===== config.mk =====
export PLATFORM = sky130hd
export DESIGN_NAME = hazard_top
export DESIGN_NICKNAME = d
export VERILOG_FILES = /design/src/common/cpu_pkg.sv /design/src/common/stage_if.sv /design/src/design/hazard_top.sv /design/src/design/muldiv_timer.sv /design/src/design/stage_track.sv /design/src/hazard/fwd_unit.sv /design/src/hazard/hazard_ctrl.sv
export VERILOG_INCLUDE_DIRS = /design/src /design/src/common
export SDC_FILE = /design/constraint.sdc
export NUM_CORES = 1
export LEC_CHECK = 0
export ABC_CLOCK_PERIOD_IN_PS = 2600
export BUFFER_PORTS_ARGS = -buffer_cell sky130_fd_sc_hd__clkbuf_2
export CAP_MARGIN = 10
export CORE_UTILIZATION = 30
export DETAILED_ROUTE_END_ITERATION = 16
export GPL_TIMING_DRIVEN = 0
export PLACE_DENSITY = 0.51
export SLEW_MARGIN = 5
export SYNTH_ARGS = -nofsm -noshare
export SYNTH_HDL_FRONTEND = slang
export SYNTH_SLANG_ARGS = --single-unit

===== constraint.sdc =====
create_clock -name clk -period 2.6 [get_ports clk]
set_input_delay 0.39 -clock clk [delete_from_list [all_inputs] [get_ports clk]]
set_output_delay 0.39 -clock clk [all_outputs]
set_load 0.03 [all_outputs]

===== src/common/cpu_cfg.svh =====
`ifndef CPU_CFG_SVH
`define CPU_CFG_SVH

// Width of a GPR index.
`define REG_W 5

// Busy time of the multi-cycle unit, in cycles spent in E.
`define MUL_CYCLES 4
`define DIV_CYCLES 12

`endif

===== src/common/cpu_pkg.sv =====
`include "cpu_cfg.svh"

package cpu_pkg;

    typedef enum logic [1:0] {
        FWD_NONE = 2'b00, // Register file.
        FWD_W    = 2'b01,
        FWD_M    = 2'b10
    } fwd_sel_t;

    typedef enum logic [1:0] {
        OUT_ALU = 2'b00,
        OUT_MEM = 2'b01,
        OUT_HI  = 2'b10,
        OUT_LO  = 2'b11
    } out_sel_t;

    typedef enum logic [1:0] {
        MD_NONE = 2'b00,
        MD_MUL  = 2'b01,
        MD_DIV  = 2'b10
    } md_op_t;

    typedef struct packed {
        logic f;
        logic d;
        logic e;
        logic m;
        logic w;
    } stage_vec_t;

    // One instruction as seen by the hazard logic; all zeros is a bubble.
    typedef struct packed {
        logic              valid;
        logic [`REG_W-1:0] rs;
        logic [`REG_W-1:0] rt;
        logic [`REG_W-1:0] reg_waddr;
        logic              regwrite;
        logic              memtoreg;
        logic              isbranch;
        logic              jr;
        logic              link;      // Writes r31.
        out_sel_t          out_sel;
        logic              hi_wen;
        logic              lo_wen;
        md_op_t            md_op;
        logic              exc;
        logic              eret;
    } instr_desc_t;

endpackage


===== src/common/stage_if.sv =====
`timescale 1ns/10ps

interface stage_if;
    import cpu_pkg::*;

    instr_desc_t desc;
    logic        stall;   // This stage holds at the next edge.
    logic        flush;   // This stage loads a bubble at the next edge.
    logic        md_busy; // Multiply/divide still running in this stage.

    modport src (
        output desc,
        output stall,
        output flush
    );

    modport snk (
        input desc,
        input stall,
        input flush,
        input md_busy
    );

endinterface


===== src/design/hazard_top.sv =====
`timescale 1ns/10ps
`include "cpu_cfg.svh"

module hazard_top (
    input  logic                clk,
    input  logic                rst_n,
    input  logic                d_valid,
    input  logic [`REG_W-1:0]   d_rs,
    input  logic [`REG_W-1:0]   d_rt,
    input  logic [`REG_W-1:0]   d_reg_waddr,
    input  logic                d_regwrite,
    input  logic                d_memtoreg,
    input  logic                d_isbranch,
    input  logic                d_jr,
    input  logic                d_link,
    input  cpu_pkg::out_sel_t   d_out_sel,
    input  logic                d_hi_wen,
    input  logic                d_lo_wen,
    input  cpu_pkg::md_op_t     d_md_op,
    input  logic                d_exc,
    input  logic                d_eret,
    input  logic                imem_busy,
    input  logic                dmem_busy,
    input  logic                bfrome,
    output cpu_pkg::stage_vec_t stall,
    output cpu_pkg::stage_vec_t flush,
    output cpu_pkg::fwd_sel_t   fwd_d_a,
    output cpu_pkg::fwd_sel_t   fwd_d_b,
    output cpu_pkg::fwd_sel_t   fwd_e_a,
    output cpu_pkg::fwd_sel_t   fwd_e_b,
    output cpu_pkg::fwd_sel_t   hi_fwd_d,
    output cpu_pkg::fwd_sel_t   lo_fwd_d,
    output logic                guess_taken
);
    import cpu_pkg::*;

    stage_if d_if ();
    stage_if e_if ();
    stage_if m_if ();
    stage_if w_if ();

    assign d_if.desc = '{
        valid:     d_valid,
        rs:        d_rs,
        rt:        d_rt,
        reg_waddr: d_reg_waddr,
        regwrite:  d_regwrite,
        memtoreg:  d_memtoreg,
        isbranch:  d_isbranch,
        jr:        d_jr,
        link:      d_link,
        out_sel:   d_out_sel,
        hi_wen:    d_hi_wen,
        lo_wen:    d_lo_wen,
        md_op:     d_md_op,
        exc:       d_exc,
        eret:      d_eret
    };

    stage_track u_stage_track (
        .clk   (clk),
        .rst_n (rst_n),
        .d     (d_if.snk),
        .e     (e_if.src),
        .m     (m_if.src),
        .w     (w_if.src),
        .stall (stall),
        .flush (flush)
    );

    fwd_unit u_fwd_unit (
        .d           (d_if.snk),
        .e           (e_if.snk),
        .m           (m_if.snk),
        .w           (w_if.snk),
        .fwd_d_a     (fwd_d_a),
        .fwd_d_b     (fwd_d_b),
        .fwd_e_a     (fwd_e_a),
        .fwd_e_b     (fwd_e_b),
        .hi_fwd_d    (hi_fwd_d),
        .lo_fwd_d    (lo_fwd_d),
        .guess_taken (guess_taken)
    );

    hazard_ctrl u_hazard_ctrl (
        .d         (d_if.snk),
        .e         (e_if.snk),
        .m         (m_if.snk),
        .md_busy   (e_if.md_busy),
        .imem_busy (imem_busy),
        .dmem_busy (dmem_busy),
        .bfrome    (bfrome),
        .stall     (stall),
        .flush     (flush)
    );

    muldiv_timer u_muldiv_timer (
        .clk     (clk),
        .rst_n   (rst_n),
        .e       (e_if.snk),
        .md_busy (e_if.md_busy)
    );

endmodule


===== src/design/muldiv_timer.sv =====
`timescale 1ns/10ps
`include "cpu_cfg.svh"

module muldiv_timer (
    input  logic clk,
    input  logic rst_n,
    stage_if.snk e,
    output logic md_busy
);
    import cpu_pkg::*;

    localparam int CNT_W = $clog2(`DIV_CYCLES + 1);

    logic [CNT_W-1:0] lat;
    logic [CNT_W-1:0] left;   // Busy cycles still to come after this one.
    logic             run;    // Counter loaded for the op in E.
    logic             done;
    logic             active;
    logic             last;
    logic             e_change;

    always_comb
    begin
        case (e.desc.md_op)
            MD_MUL:  lat = CNT_W'(`MUL_CYCLES);
            MD_DIV:  lat = CNT_W'(`DIV_CYCLES);
            default: lat = '0;
        endcase
    end

    assign active   = e.desc.valid && e.desc.md_op != MD_NONE;
    assign md_busy  = active && !done;
    assign last     = run ? (left == CNT_W'(1)) : (lat == CNT_W'(1));
    assign e_change = e.flush || !e.stall; // E register reloads at this edge.

    always_ff @(posedge clk or negedge rst_n)
    begin
        if (!rst_n)
        begin
            left <= '0;
            run  <= 1'b0;
            done <= 1'b0;
        end
        else if (e_change)
        begin
            left <= '0;
            run  <= 1'b0;
            done <= 1'b0;
        end
        else if (md_busy)
        begin
            left <= run ? left - CNT_W'(1) : lat - CNT_W'(1);
            run  <= 1'b1;
            done <= last;
        end
    end

endmodule


===== src/design/stage_track.sv =====
`timescale 1ns/10ps

module stage_track (
    input  logic                clk,
    input  logic                rst_n,
    stage_if.snk                d,
    stage_if.src                e,
    stage_if.src                m,
    stage_if.src                w,
    input  cpu_pkg::stage_vec_t stall,
    input  cpu_pkg::stage_vec_t flush
);
    import cpu_pkg::*;

    instr_desc_t e_q;
    instr_desc_t m_q;
    instr_desc_t w_q;

    // Flush beats stall, stall beats advance.
    function automatic instr_desc_t next_desc(input logic        fl,
                                              input logic        st,
                                              input instr_desc_t cur,
                                              input instr_desc_t prev);
        instr_desc_t nxt;
        if (fl)
            nxt = '0;
        else if (st)
            nxt = cur;
        else
            nxt = prev;
        return nxt;
    endfunction

    always_ff @(posedge clk or negedge rst_n)
    begin
        if (!rst_n)
        begin
            e_q <= '0;
            m_q <= '0;
            w_q <= '0;
        end
        else
        begin
            e_q <= next_desc(flush.e, stall.e, e_q, d.desc);
            m_q <= next_desc(flush.m, stall.m, m_q, e_q);
            w_q <= next_desc(flush.w, stall.w, w_q, m_q);
        end
    end

    assign e.desc = e_q;
    assign m.desc = m_q;
    assign w.desc = w_q;

    // Per-stage levels for the blocks that watch a single stage.
    assign e.stall = stall.e;
    assign e.flush = flush.e;

endmodule


===== src/hazard/fwd_unit.sv =====
`timescale 1ns/10ps
`include "cpu_cfg.svh"

module fwd_unit (
    stage_if.snk               d,
    stage_if.snk               e,
    stage_if.snk               m,
    stage_if.snk               w,
    output cpu_pkg::fwd_sel_t  fwd_d_a,
    output cpu_pkg::fwd_sel_t  fwd_d_b,
    output cpu_pkg::fwd_sel_t  fwd_e_a,
    output cpu_pkg::fwd_sel_t  fwd_e_b,
    output cpu_pkg::fwd_sel_t  hi_fwd_d,
    output cpu_pkg::fwd_sel_t  lo_fwd_d,
    output logic               guess_taken
);
    import cpu_pkg::*;

    // M is younger than W, so it wins. r0 is never forwarded.
    function automatic fwd_sel_t gpr_sel(input logic [`REG_W-1:0] src,
                                         input instr_desc_t mw,
                                         input instr_desc_t ww);
        fwd_sel_t sel;
        sel = FWD_NONE;
        if (src != '0)
        begin
            if (mw.regwrite && mw.reg_waddr == src)
                sel = FWD_M;
            else if (ww.regwrite && ww.reg_waddr == src)
                sel = FWD_W;
        end
        return sel;
    endfunction

    function automatic fwd_sel_t hilo_sel(input logic reads, input logic m_wen,
                                          input logic w_wen);
        fwd_sel_t sel;
        sel = FWD_NONE;
        if (reads && m_wen)
            sel = FWD_M;
        else if (reads && w_wen)
            sel = FWD_W;
        return sel;
    endfunction

    logic e_hit;
    logic m_hit;

    assign fwd_d_a = gpr_sel(d.desc.rs, m.desc, w.desc);
    assign fwd_d_b = gpr_sel(d.desc.rt, m.desc, w.desc);
    assign fwd_e_a = gpr_sel(e.desc.rs, m.desc, w.desc);
    assign fwd_e_b = gpr_sel(e.desc.rt, m.desc, w.desc);

    assign hi_fwd_d = hilo_sel(d.desc.out_sel == OUT_HI, m.desc.hi_wen, w.desc.hi_wen);
    assign lo_fwd_d = hilo_sel(d.desc.out_sel == OUT_LO, m.desc.lo_wen, w.desc.lo_wen);

    // Branch operands not yet available in D.
    assign e_hit = e.desc.regwrite &&
                   (e.desc.reg_waddr == d.desc.rs || e.desc.reg_waddr == d.desc.rt);
    assign m_hit = m.desc.memtoreg &&
                   (m.desc.reg_waddr == d.desc.rs || m.desc.reg_waddr == d.desc.rt);

    assign guess_taken = d.desc.isbranch && (e_hit || m_hit);

endmodule


===== src/hazard/hazard_ctrl.sv =====
`timescale 1ns/10ps
`include "cpu_cfg.svh"

module hazard_ctrl (
    stage_if.snk              d,
    stage_if.snk              e,
    stage_if.snk              m,
    input  logic              md_busy,
    input  logic              imem_busy,
    input  logic              dmem_busy,
    input  logic              bfrome,
    output cpu_pkg::stage_vec_t stall,
    output cpu_pkg::stage_vec_t flush
);
    import cpu_pkg::*;

    localparam stage_vec_t VEC_NONE = 5'b00000;
    localparam stage_vec_t VEC_ALL  = 5'b11111;
    localparam stage_vec_t VEC_FD   = 5'b11000;
    localparam stage_vec_t VEC_D    = 5'b01000;
    localparam stage_vec_t VEC_E    = 5'b00100;
    localparam stage_vec_t VEC_FDEM = 5'b11110;

    localparam logic [`REG_W-1:0] LINK_REG = `REG_W'(31);

    logic lw_stall;
    logic jr_stall;
    logic hilo_stall;
    logic link_stall;
    logic dep_stall;
    logic m_exc;

    // Load result is not ready until M.
    assign lw_stall = e.desc.memtoreg &&
                      (e.desc.rt == d.desc.rs || e.desc.rt == d.desc.rt);

    // The jump target is needed in D.
    assign jr_stall = d.desc.jr &&
                      ((e.desc.regwrite && e.desc.reg_waddr == d.desc.rs) ||
                       (m.desc.memtoreg && m.desc.reg_waddr == d.desc.rs));

    assign hilo_stall = (e.desc.hi_wen && d.desc.out_sel == OUT_HI) ||
                        (e.desc.lo_wen && d.desc.out_sel == OUT_LO);

    assign link_stall = (e.desc.link || m.desc.link) &&
                        (d.desc.rs == LINK_REG || d.desc.rt == LINK_REG);

    assign dep_stall = lw_stall || jr_stall || hilo_stall || link_stall;

    assign m_exc = m.desc.exc || m.desc.eret;

    // First match wins.
    always_comb
    begin
        stall = VEC_NONE;
        flush = VEC_NONE;
        if (dmem_busy)
        begin
            stall = VEC_ALL;
        end
        else if (imem_busy && m_exc)
        begin
            stall = VEC_ALL;             // Wait for the fetch before redirecting.
        end
        else if (m_exc)
        begin
            flush = VEC_FDEM;
        end
        else if (md_busy)
        begin
            stall = VEC_ALL;
        end
        else if (imem_busy && bfrome)
        begin
            stall = VEC_ALL;
        end
        else if (imem_busy)
        begin
            stall = VEC_FD;
            flush = VEC_E;
        end
        else if (bfrome)
        begin
            flush = VEC_D;               // Wrong-path instruction in D.
        end
        else if (dep_stall)
        begin
            stall = VEC_FD;
            flush = VEC_E;               // Bubble into E.
        end
    end

endmodule


==> results of run 1 <==
==> registers in the layout, summed over array words and instances (netlist names) <==
register / count
u_stage_track.w.desc: 8
u_muldiv_timer.done: 1
u_muldiv_timer.left: 4
u_stage_track.e.desc: 25
u_muldiv_timer.run: 1
u_stage_track.m.desc: 12
==> cell usage in the layout, fill, tap and decap left out, types with 2 or more instances in the layout <==
| master | count |
|---|---|
| o21ai_0 | 4 |
| inv_6 | 2 |
| a21boi_1 | 3 |
| and3_1 | 3 |
| o21ai_1 | 12 |
| buf_4 | 20 |
| or4_1 | 4 |
| dfrtp_1 | 46 |
| buf_2 | 21 |
| nor2_1 | 12 |
| a22o_1 | 25 |
| clkbuf_2 | 43 |
| a21oi_1 | 4 |
| nand4_1 | 4 |
| a31o_1 | 2 |
| nor3_1 | 8 |
| nand2b_1 | 2 |
| buf_6 | 4 |
| nor4_1 | 8 |
| inv_1 | 6 |
| nand2_1 | 29 |
| clkbuf_8 | 6 |
| a32o_1 | 2 |
| xnor2_1 | 23 |
| mux2_1 | 8 |
| dfrtp_2 | 5 |
| xor2_1 | 37 |
| nor3_2 | 3 |
| nand3_1 | 7 |
| clkbuf_1 | 8 |
| a211oi_1 | 2 |
| a21oi_2 | 2 |
| ha_1 | 3 |
| nor3b_1 | 2 |
| o21a_1 | 2 |
==> cells in the mapped netlist, types with 6 or more instances <==
master and n:
dfrtp_1 51, xor2_1 37, nand2_1 29, buf_2 26, a22o_1 25, xnor2_1 23, o21ai_1 13, nor2_1 12
nor3_1 11, nor4_1 9, buf_4 8, clkbuf_1 8, mux2_1 8, nand3_1 8, inv_1 7, a21oi_1 6
==> power by group through the flow <==
stage / registers, uW / clock network [uW] / logic (uW)
after floorplan: 1300 / 0 / 1550
after global placement: 1390 / 0 / 1900
after detailed placement: 1400 / 0 / 1950
after CTS: 1380 / 506 / 2060
after global routing: 1460 / 530 / 2300
final: 1420 / 487 / 2060
==> timing repair <==
| action | in CTS | in global routing |
|---|---|---|
| endpoints found under the hold margin | 0 | 0 |
| cloned | 0 | 0 |
| endpoints found under the setup margin | 6 | 6 |
| setup buffers | 6 | 7 |
| pin swaps | 3 | 13 |
| resized for setup | 17 | 15 |
==> worst max-delay path, cell delays in order, from the launching register on <==
cell and delay (ns):
dfrtp_1 0.39, inv_1 0.06, ha_2 0.18, or3b_1 0.38, buf_6 0.14, o211ai_4 0.18
buf_8 0.16, buf_4 0.11, clkbuf_2 0.19
==> cell type report <==
class | instances | share of cell area [%]
plain buffers | 41 | 6.16
clock buffers | 5 | 1.76
clock inverters | 3 | 0.577
inverters | 7 | 0.673
multi-input cells | 231 | 44.4
flip-flops and latches | 51 | 32.9
well taps | 136 | 4.36
repair buffers | 59 | 9.17
==> layer usage <==
| metal | up-vias | routed length, um | part of all wire, % |
|---|---|---|---|
| met5 | - | 0 | 0 |
| met1 | 1307 | 4030 | 46 |
| met4 | 0 | 105 | 1.2 |
| li1 | 1272 | - | - |
| met2 | 57 | 4270 | 49 |
| met3 | 9 | 292 | 3.4 |
==> how the worst max path moves through the flow <==
stage,from,endpoint,slack (ns)
finish,u_stage_track.e.desc[2]$_DFFE_PN0P_,stall[0],0.12
global route,u_stage_track.e.desc[17]$_DFFE_PN0P_,flush[2],-0.01
CTS,u_stage_track.e.desc[20]$_DFFE_PN0P_,flush[2],0.01
detailed placement,u_stage_track.e.desc[2]$_DFFE_PN0P_,flush[2],-0.18
global placement,u_stage_track.e.desc[2]$_DFFE_PN0P_,flush[2],-0.16
floorplan,u_stage_track.e.desc[2]$_DFFE_PN0P_,stall[4],0.004
==> per-stage QoR <==
stage	cell area, um^2	util, %	setup slack (ns)	instances
after floorplan	3230	-	0.00371	334
after global placement	3630	35.0	-0.160	515
after detailed placement	3650	35.2	-0.178	516
after CTS	3840	37.0	0.0109	530
after global routing	3900	37.6	-0.0147	533
final	3900	37.6	0.117	533
==> cells by family after synthesis <==
logic type,after synthesis
DFF,51
and+or+nand+nor,91
muxes,10
xor gates and xnor gates,60
other,1
AOI/OAI and AO/OA,65
buffers and inverters,52
adders and majority gates,4
==> results.json, run 1 <==
{
  "top_usage_layer": "met2",
  "start_kind": "flop",
  "p_total_uw": 3970,
  "postSynth.asyncResetShare_pct": 100,
  "grt_max_degree": 30,
  "r2r-end": "u_stage_track.w.desc[15]$_DFFE_PN0P_",
  "internal_power_uw": 2260,
  "synth_edf_count": 0,
  "power.density_nw_per_um2": 1020,
  "drv_cap": 0,
  "tightest_slew_ns": 0.612,
  "worstPathArrival_ns": 2.09,
  "grtUsageTotal_pct": 16.6,
  "fp.dieH_um": 106,
  "reg2reg_depth": 9,
  "outcome": "completed",
  "power.share.clock_pct": 12.3,
  "diodes": 0,
  "first_iter_violations": 102,
  "cts_inserted_buffers": 5,
  "grt_setup_unrepaired": "true",
  "gp_congestion": 0.814,
  "fin_nets": 434,
  "clock_path_buffers": 2,
  "synth_top_family_by_area": "XOR/XNOR gates",
  "synth-seq-cells": 51,
  "via_per_inst": 4.96,
  "grt_overflow_total": 0,
  "root_buffer": "clkbuf_8",
  "cp-end-kind": "output pin",
  "comb_power_share_pct": 52.0,
  "n_fill_cell": 1104,
  "synthMuxAreaShare_pct": 3.57,
  "start_util_pct": 31.1,
  "tritoncts": "yes",
  "grtUsageMet2_pct": 28.9,
  "cts_sinks": 51,
  "setup_tns_ns": 0,
  "seq_power_share_pct": 35.7,
  "critPathKind": "reg -> out",
  "required_ns": 2.21,
  "grt_pass1_wl_um": 14400,
  "syn_avg_cell_area_um2": 9.66,
  "critPathMaxFanout": 8,
  "period_needed_ns": 2.48,
  "syn_inst": 334,
  "ir_worst_vdd_v": 0.000455,
  "layout-drive-gt1-share_pct": 31.2,
  "netlist_area_um2": 3230,
  "hold_class": "in -> async",
  "synth_compound_area_share_pct": 15.8,
  "finalCritPeriodShare_pct": 95.5,
  "switching_power_uw": 1700,
  "io_buffer_count": 45,
  "synth_cell_types": 45,
  "drtAntennaViolNets": 0,
  "hold_buffers": 0,
  "die_area_um2": 11200,
  "hold_viol": 0,
  "r2r-start": "u_stage_track.e.desc[2]$_DFFE_PN0P_",
  "yosysWarnings": 0,
  "core_area_um2": 10400,
  "multi_input_area_um2": 1730,
  "dpl.hpwl_um": 6350,
  "setup_violations": 0,
  "clk_latency_ns": 0.31,
  "h-tree-depth": 2,
  "synth-simple-area-share_pct": 14.7,
  "met1_usage_pct": 21.7,
  "yosysSeqAreaShare_pct": 39.6,
  "worst_hold_slack_ns": 0.0722,
  "synth_nets": 372,
  "rows": 37,
  "ff_latch_area_um2": 1280,
  "ios": 57,
  "use_met3_pct": 2.47,
  "drt-total-wl_um": 8690,
  "antenna_found_initial": 0,
  "wl_per_cell_um": 16.3,
  "leakage_uw": 0.00183,
  "slew_headroom_pct": 59.2,
  "netlist_top_cells_area": "dfrtp_1 40%, xor2_1 10%, a22o_1 6.8%, xnor2_1 6.2%, buf_2 4.0%",
  "clkTransAtPathRegs_ns": 0.10,
  "rrSetupSlack_ns": 0.26,
  "switching_share_pct": 42.9,
  "synth-main-ff-cell": "dfrtp_1",
  "areaGrowthSynthToFinish_pct": 20.9,
  "synth_top_area_cell": "dfrtp_1",
  "max_freq_mhz": 403,
  "synth_xor_area_share_pct": 16.3,
  "die_w_um": 106,
  "drtPass1Iterations": 4,
  "synthAdderAreaFrac_pct": 1.55,
  "synth_top_area_share_pct": 39.6,
  "fin_skew_ns": 0.00735,
  "slew_viol_final": 0,
  "first_global_vias": 2661,
  "via_count": 2645,
  "drc": 0
}
No activity file was read; power rests on OpenSTA's default activity.
==> inputs of run 2 (changes only) <==
- BUFFER_PORTS_ARGS: -buffer_cell sky130_fd_sc_hd__clkbuf_2 -> default
- DONT_BUFFER_PORTS: default -> 1
- MAX_ROUTING_LAYER: default -> met4
- PLACE_DENSITY: 0.51 -> 0.47
==> run 2 against run 1 <==
Net effect: non-clock buffer count decreased by 42; die area unchanged; flip-flop and latch count unchanged; global-route usage grew 0.66 points; cell count shrank 7.9%; combinational power about the same.
==> results.json, run 2 (same netlist as run 1, synthesis figures left out) <==
{
  "ios": 57,
  "drtPass1Iterations": 4,
  "first_global_vias": 2478,
  "drtAntennaViolNets": 0,
  "core_area_um2": 10400,
  "via_count": 2453,
  "cp-end-kind": "output pin",
  "cts_sinks": 51,
  "die_area_um2": 11200,
  "whs_path_depth": 1,
  "n_fill_cell": 1104,
  "grt_pass1_wl_um": 14200,
  "areaGrowthSynthToFinish_pct": 16.6,
  "grt_setup_unrepaired": "true",
  "slew_headroom_pct": 38.4,
  "grt_overflow_total": 0,
  "drt-total-wl_um": 8860,
  "fin_skew_ns": 0.00875,
  "outcome": "completed",
  "place_area_um2": 3400,
  "clk_latency_ns": 0.32,
  "use_met3_pct": 3.22,
  "reg2reg_depth": 9,
  "wl_per_cell_um": 18.0,
  "max_freq_mhz": 386,
  "worstSetupPathDepth": 8,
  "tightest_slew_ns": 0.918,
  "fin_nets": 392,
  "first_iter_violations": 86,
  "max_stage_delay_ns": 0.39,
  "leakage_uw": 0.00167,
  "path_buf_inv": 3,
  "grtUsageMet2_pct": 28.0,
  "top_usage_layer": "met2",
  "start_kind": "flop",
  "hold_class": "in -> reg",
  "root_buffer": "clkbuf_8",
  "drv_cap": 0,
  "critPathKind": "reg -> out",
  "h-tree-depth": 2,
  "fp.dieH_um": 106,
  "layout_common_cells": "50 x dfrtp_1, 37 x xor2_1, 29 x nand2_1, 25 x a22o_1, 23 x xnor2_1",
  "ir_worst_vdd_v": 0.000391,
  "start_util_pct": 31.1,
  "gp_congestion": 0.788,
  "grtUsageTotal_pct": 17.3,
  "final_area_um2": 3760,
  "layout_commonest_cell": "dfrtp_1",
  "multi_input_area_um2": 1780,
  "dpl.hpwl_um": 6260,
  "layout-drive-gt1-share_pct": 23.4,
  "drc": 0,
  "largest_register_ffs": 25,
  "io_buffer_count": 0,
  "cts_inserted_buffers": 5,
  "rows": 37,
  "finalCritPeriodShare_pct": 99.8,
  "ff_latch_area_um2": 1280,
  "diodes": 0,
  "power.density_nw_per_um2": 1070,
  "required_ns": 2.21,
  "worstPathArrival_ns": 2.20,
  "slew_viol_final": 0,
  "slowest_stage": "or3b_4",
  "hold_viol": 0,
  "antenna_found_initial": 0,
  "utilization_pct": 36.3,
  "path_delay_family": "simple AND/OR/NAND/NOR gates",
  "via_per_inst": 5.00,
  "met1_usage_pct": 22.3,
  "clkTransAtPathRegs_ns": 0.10,
  "clock_path_buffers": 2,
  "path_cells": "inv_1 -> ha_1 -> or3b_4 -> buf_6 -> a21oi_4 -> nor3_4 -> a21oi_4 -> buf_6",
  "critPathMaxFanout": 6,
  "tritoncts": "yes",
  "die_w_um": 106,
  "setup_violations": 0,
  "period_needed_ns": 2.59,
  "grt_max_degree": 52
}
run 2: metal layers:
layer / vias to the layer above / part of all wire, % / wire length, um
met5: - / 0 / 0
met1: 1202 / 46 / 4110
met2: 56 / 48 / 4290
met3: 9 / 4.3 / 382
li1: 1186 / - / -
met4: 0 / 0.77 / 68
run 2: worst paths after layout:
check / from / endpoint / slack (ns)
worst min register to register: u_stage_track.m.desc[1]$_DFFE_PN0P_ / u_stage_track.m.desc[1]$_DFFE_PN0P_ / 0.48
worst max-delay path: u_stage_track.e.desc[2]$_DFFE_PN0P_ / stall[4] / 0.006
worst max register to register: u_stage_track.e.desc[2]$_DFFE_PN0P_ / u_stage_track.w.desc[15]$_DFFE_PN0P_ / 0.16
worst min-delay path: d_exc / u_stage_track.e.desc[1]$_DFFE_PN0P_ / 0.20
max in group asynchronous: rst_n / u_stage_track.e.desc[24]$_DFFE_PN0P_ / 1.77
min in group asynchronous: rst_n / u_stage_track.w.desc[16]$_DFFE_PN0P_ / 0.56
run 2: layout make-up:
class                   instances  share of cell area [%]
plain buffers                  43                    7.05
clock buffers                   5                    1.83
inverters                       7                   0.698
clock inverters                 3                    1.16
multi-input cells             231                    47.2
repair buffers                 15                    3.59
flip-flops and latches         51                    33.9
well taps                     136                    4.52
run 2: stage by stage:
stage	worst slack, ns	setup TNS (ns)	total power [uW]	hold slack [ns]	std cells
3_5_place_dp	-0.177	-0.272	3270	0.0966	470
4_1_cts	0.00309	0	3990	0.192	484
3_3_place_gp	-0.163	-0.227	3230	0.0968	470
2_1_floorplan	0.00371	0	2850	0.0944	334
5_1_grt	-0.0765	-0.0926	4390	0.182	491
6_report	0.00606	0	4040	0.197	491
run 2: where the power goes:
part	switching (uW)	leakage (uW)	internal, uW
sequential	276	0.000672	1110
clock	290	0.0000581	287
combinational	1150	0.000938	930
total	1710	0.00167	2320
run 2: repair_timing:
action | 4_1_cts | 5_1_grt
gates resized for setup | 22 | 11
buffers inserted | 4 | 9
hold buffers | 2 | 0
endpoints found under the setup margin | 8 | 10
hold endpoints to repair | 51 | 0
pin swaps | 5 | 7
run 2: worst register-to-register path, delay by kind of cell (launching register included):
kind | cells | cell delay [ns]
adder cells (fa/ha/maj) | 1 | 0.21
AND/OR/NAND/NOR | 1 | 0.40
buffers and inverters | 5 | 0.82
AO/OA/AOI/OAI | 1 | 0.19
flip-flops | 1 | 0.38
multiplexers | 1 | 0.34
==> inputs of run 3 (changes only) <==
- PLACE_DENSITY: 0.47 -> default
- REMOVE_ABC_BUFFERS: default -> 1
==> run 3 against run 2 <==
Net effect: design area is 8.1% lower; worst hold slack better by 0.0098 ns; die area unchanged; critical endpoint is now fwd_d_b[0]; critical path type unchanged; global-route usage decreased by 2.2 points.
==> results.json, run 3 (same netlist as run 1, synthesis figures left out) <==
{
  "required_ns": 2.21,
  "fp.dieH_um": 106,
  "clkTransAtPathRegs_ns": 0.10,
  "via_count": 2266,
  "die_w_um": 106,
  "cts_inserted_buffers": 5,
  "period_needed_ns": 2.51,
  "gp_congestion": 0.847,
  "layout-drive-gt1-share_pct": 13.1,
  "via_per_inst": 5.14,
  "finalCritPeriodShare_pct": 96.7,
  "r2r-end": "u_stage_track.e.desc[2]$_DFFE_PN0P_",
  "grt_max_degree": 52,
  "rows": 37,
  "whs_path_depth": 1,
  "areaGrowthSynthToFinish_pct": 7.17,
  "start_util_pct": 31.1,
  "leakage_uw": 0.00146,
  "ios": 57,
  "antenna_found_initial": 0,
  "drtPass1Iterations": 4,
  "ir_worst_vdd_v": 0.000376,
  "drv_cap": 0,
  "holdPathEnd": "u_stage_track.e.desc[5]$_DFFE_PN0P_",
  "grt_overflow_total": 0,
  "layout_commonest_cell": "dfrtp_1",
  "io_buffer_count": 0,
  "grt_pass1_wl_um": 12600,
  "critPathMaxFanout": 7,
  "tightest_slew_ns": 1.01,
  "hold_viol": 0,
  "slew_headroom_pct": 32.2,
  "grtUsageTotal_pct": 15.0,
  "drc": 0,
  "drtAntennaViolNets": 0,
  "r2r-start": "u_stage_track.e.desc[2]$_DFFE_PN0P_",
  "layout_common_cells": "46 x dfrtp_1, 37 x xor2_1, 29 x nand2_1, 25 x a22o_1, 23 x xnor2_1",
  "power.density_nw_per_um2": 1070,
  "slew_viol_final": 0,
  "worstPathArrival_ns": 2.12,
  "cts_sinks": 51,
  "largest_register_ffs": 25,
  "reg2reg_depth": 8,
  "dpl.hpwl_um": 5350,
  "holdCritStartpoint": "d_hi_wen",
  "root_buffer": "clkbuf_8",
  "core_area_um2": 10400,
  "hold_class": "in -> reg",
  "clock_path_buffers": 2,
  "clk_latency_ns": 0.31,
  "critPathKind": "reg -> out",
  "outcome": "completed",
  "die_area_um2": 11200,
  "tritoncts": "yes",
  "setup_violations": 0,
  "cp-end-kind": "output pin",
  "max_freq_mhz": 398,
  "start_kind": "flop",
  "first_iter_violations": 138,
  "rrSetupSlack_ns": 0.14,
  "fin_nets": 343,
  "p_total_uw": 3720,
  "diodes": 0,
  "wl_per_cell_um": 17.6,
  "first_global_vias": 2197,
  "worst_hold_slack_ns": 0.207,
  "drt-total-wl_um": 7760,
  "h-tree-depth": 2,
  "fin_skew_ns": 0.00896
}
run 3: changes by cell type in the layout (fill, tap and decap cells not counted), sizes merged:
| cell | delta |
|---|---|
| o211ai | +1 |
| buf | -42 |
| clkbuf | -7 |
| clkinv | -2 |
run 3: report_power, final:
part,switching (uW),internal [uW]
combinational,817,758
clock,261,283
sequential,483,1110
total,1560,2160
run 3: area by class of cell:
type                    instances  area, um^2
clock buffers                   6        72.6
clock inverters                 1        30.0
fillers                      1069        6910
inverters                       7        26.3
multi-input cells             232        1760
flip-flops and latches         51        1280
well taps                     136         170
repair buffers                  8         115
run 3: worst max-delay path by stage:
stage	to	slack, ns	from
after floorplan	flush[2]	-1.55	u_stage_track.e.desc[2]$_DFFE_PN0P_
final	fwd_d_b[0]	0.09	u_stage_track.w.desc[15]$_DFFE_PN0P_
after CTS	stall[3]	0.02	u_stage_track.e.desc[2]$_DFFE_PN0P_
after detailed placement	u_stage_track.e.desc[4]$_DFFE_PN0P_	-0.37	u_stage_track.e.desc[2]$_DFFE_PN0P_
after global routing	u_stage_track.e.desc[11]$_DFFE_PN0P_	-0.006	u_stage_track.e.desc[2]$_DFFE_PN0P_
after global placement	flush[2]	-2.45	u_stage_track.e.desc[2]$_DFFE_PN0P_
run 3: per-stage QoR:
step                      worst slack (ns)  utilization (%)  instances  area, um^2  setup TNS [ns]
after floorplan                      -1.55                -        289        2980          -65.18
after global placement               -2.45             30.4        425        3150         -110.15
after detailed placement            -0.368             30.9        427        3210           -9.71
after CTS                           0.0153             32.8        438        3400               0
after global routing              -0.00568             33.3        441        3460         -0.0193
final                               0.0867             33.3        441        3460               0
run 3: metal layers:
metal / wire length, um / part of all wire [%] / GRT usage [%] / vias to the layer above
met3: 322 / 4.2 / 2.97 / 6
li1: - / - / - / 1086
met1: 3750 / 48 / 20.9 / 1121
met2: 3610 / 47 / 22.3 / 53
met5: 0 / 0 / - / -
met4: 69 / 0.89 / 3.87 / 0
run 3: repair_timing:
action	4_1_cts	5_1_grt
setup buffers	1	3
endpoints found under the setup margin	44	33
cloned	1	0
endpoints found under the hold margin	51	0
gates resized for setup	8	12
hold buffers	2	0
pin swaps	1	3
run 3: critical path, stage by stage (launching register included):
cell and delay [ns]:
dfrtp_1 0.52, xnor2_1 0.16, nand4_1 0.11, or4_1 0.42
a21oi_1 0.61
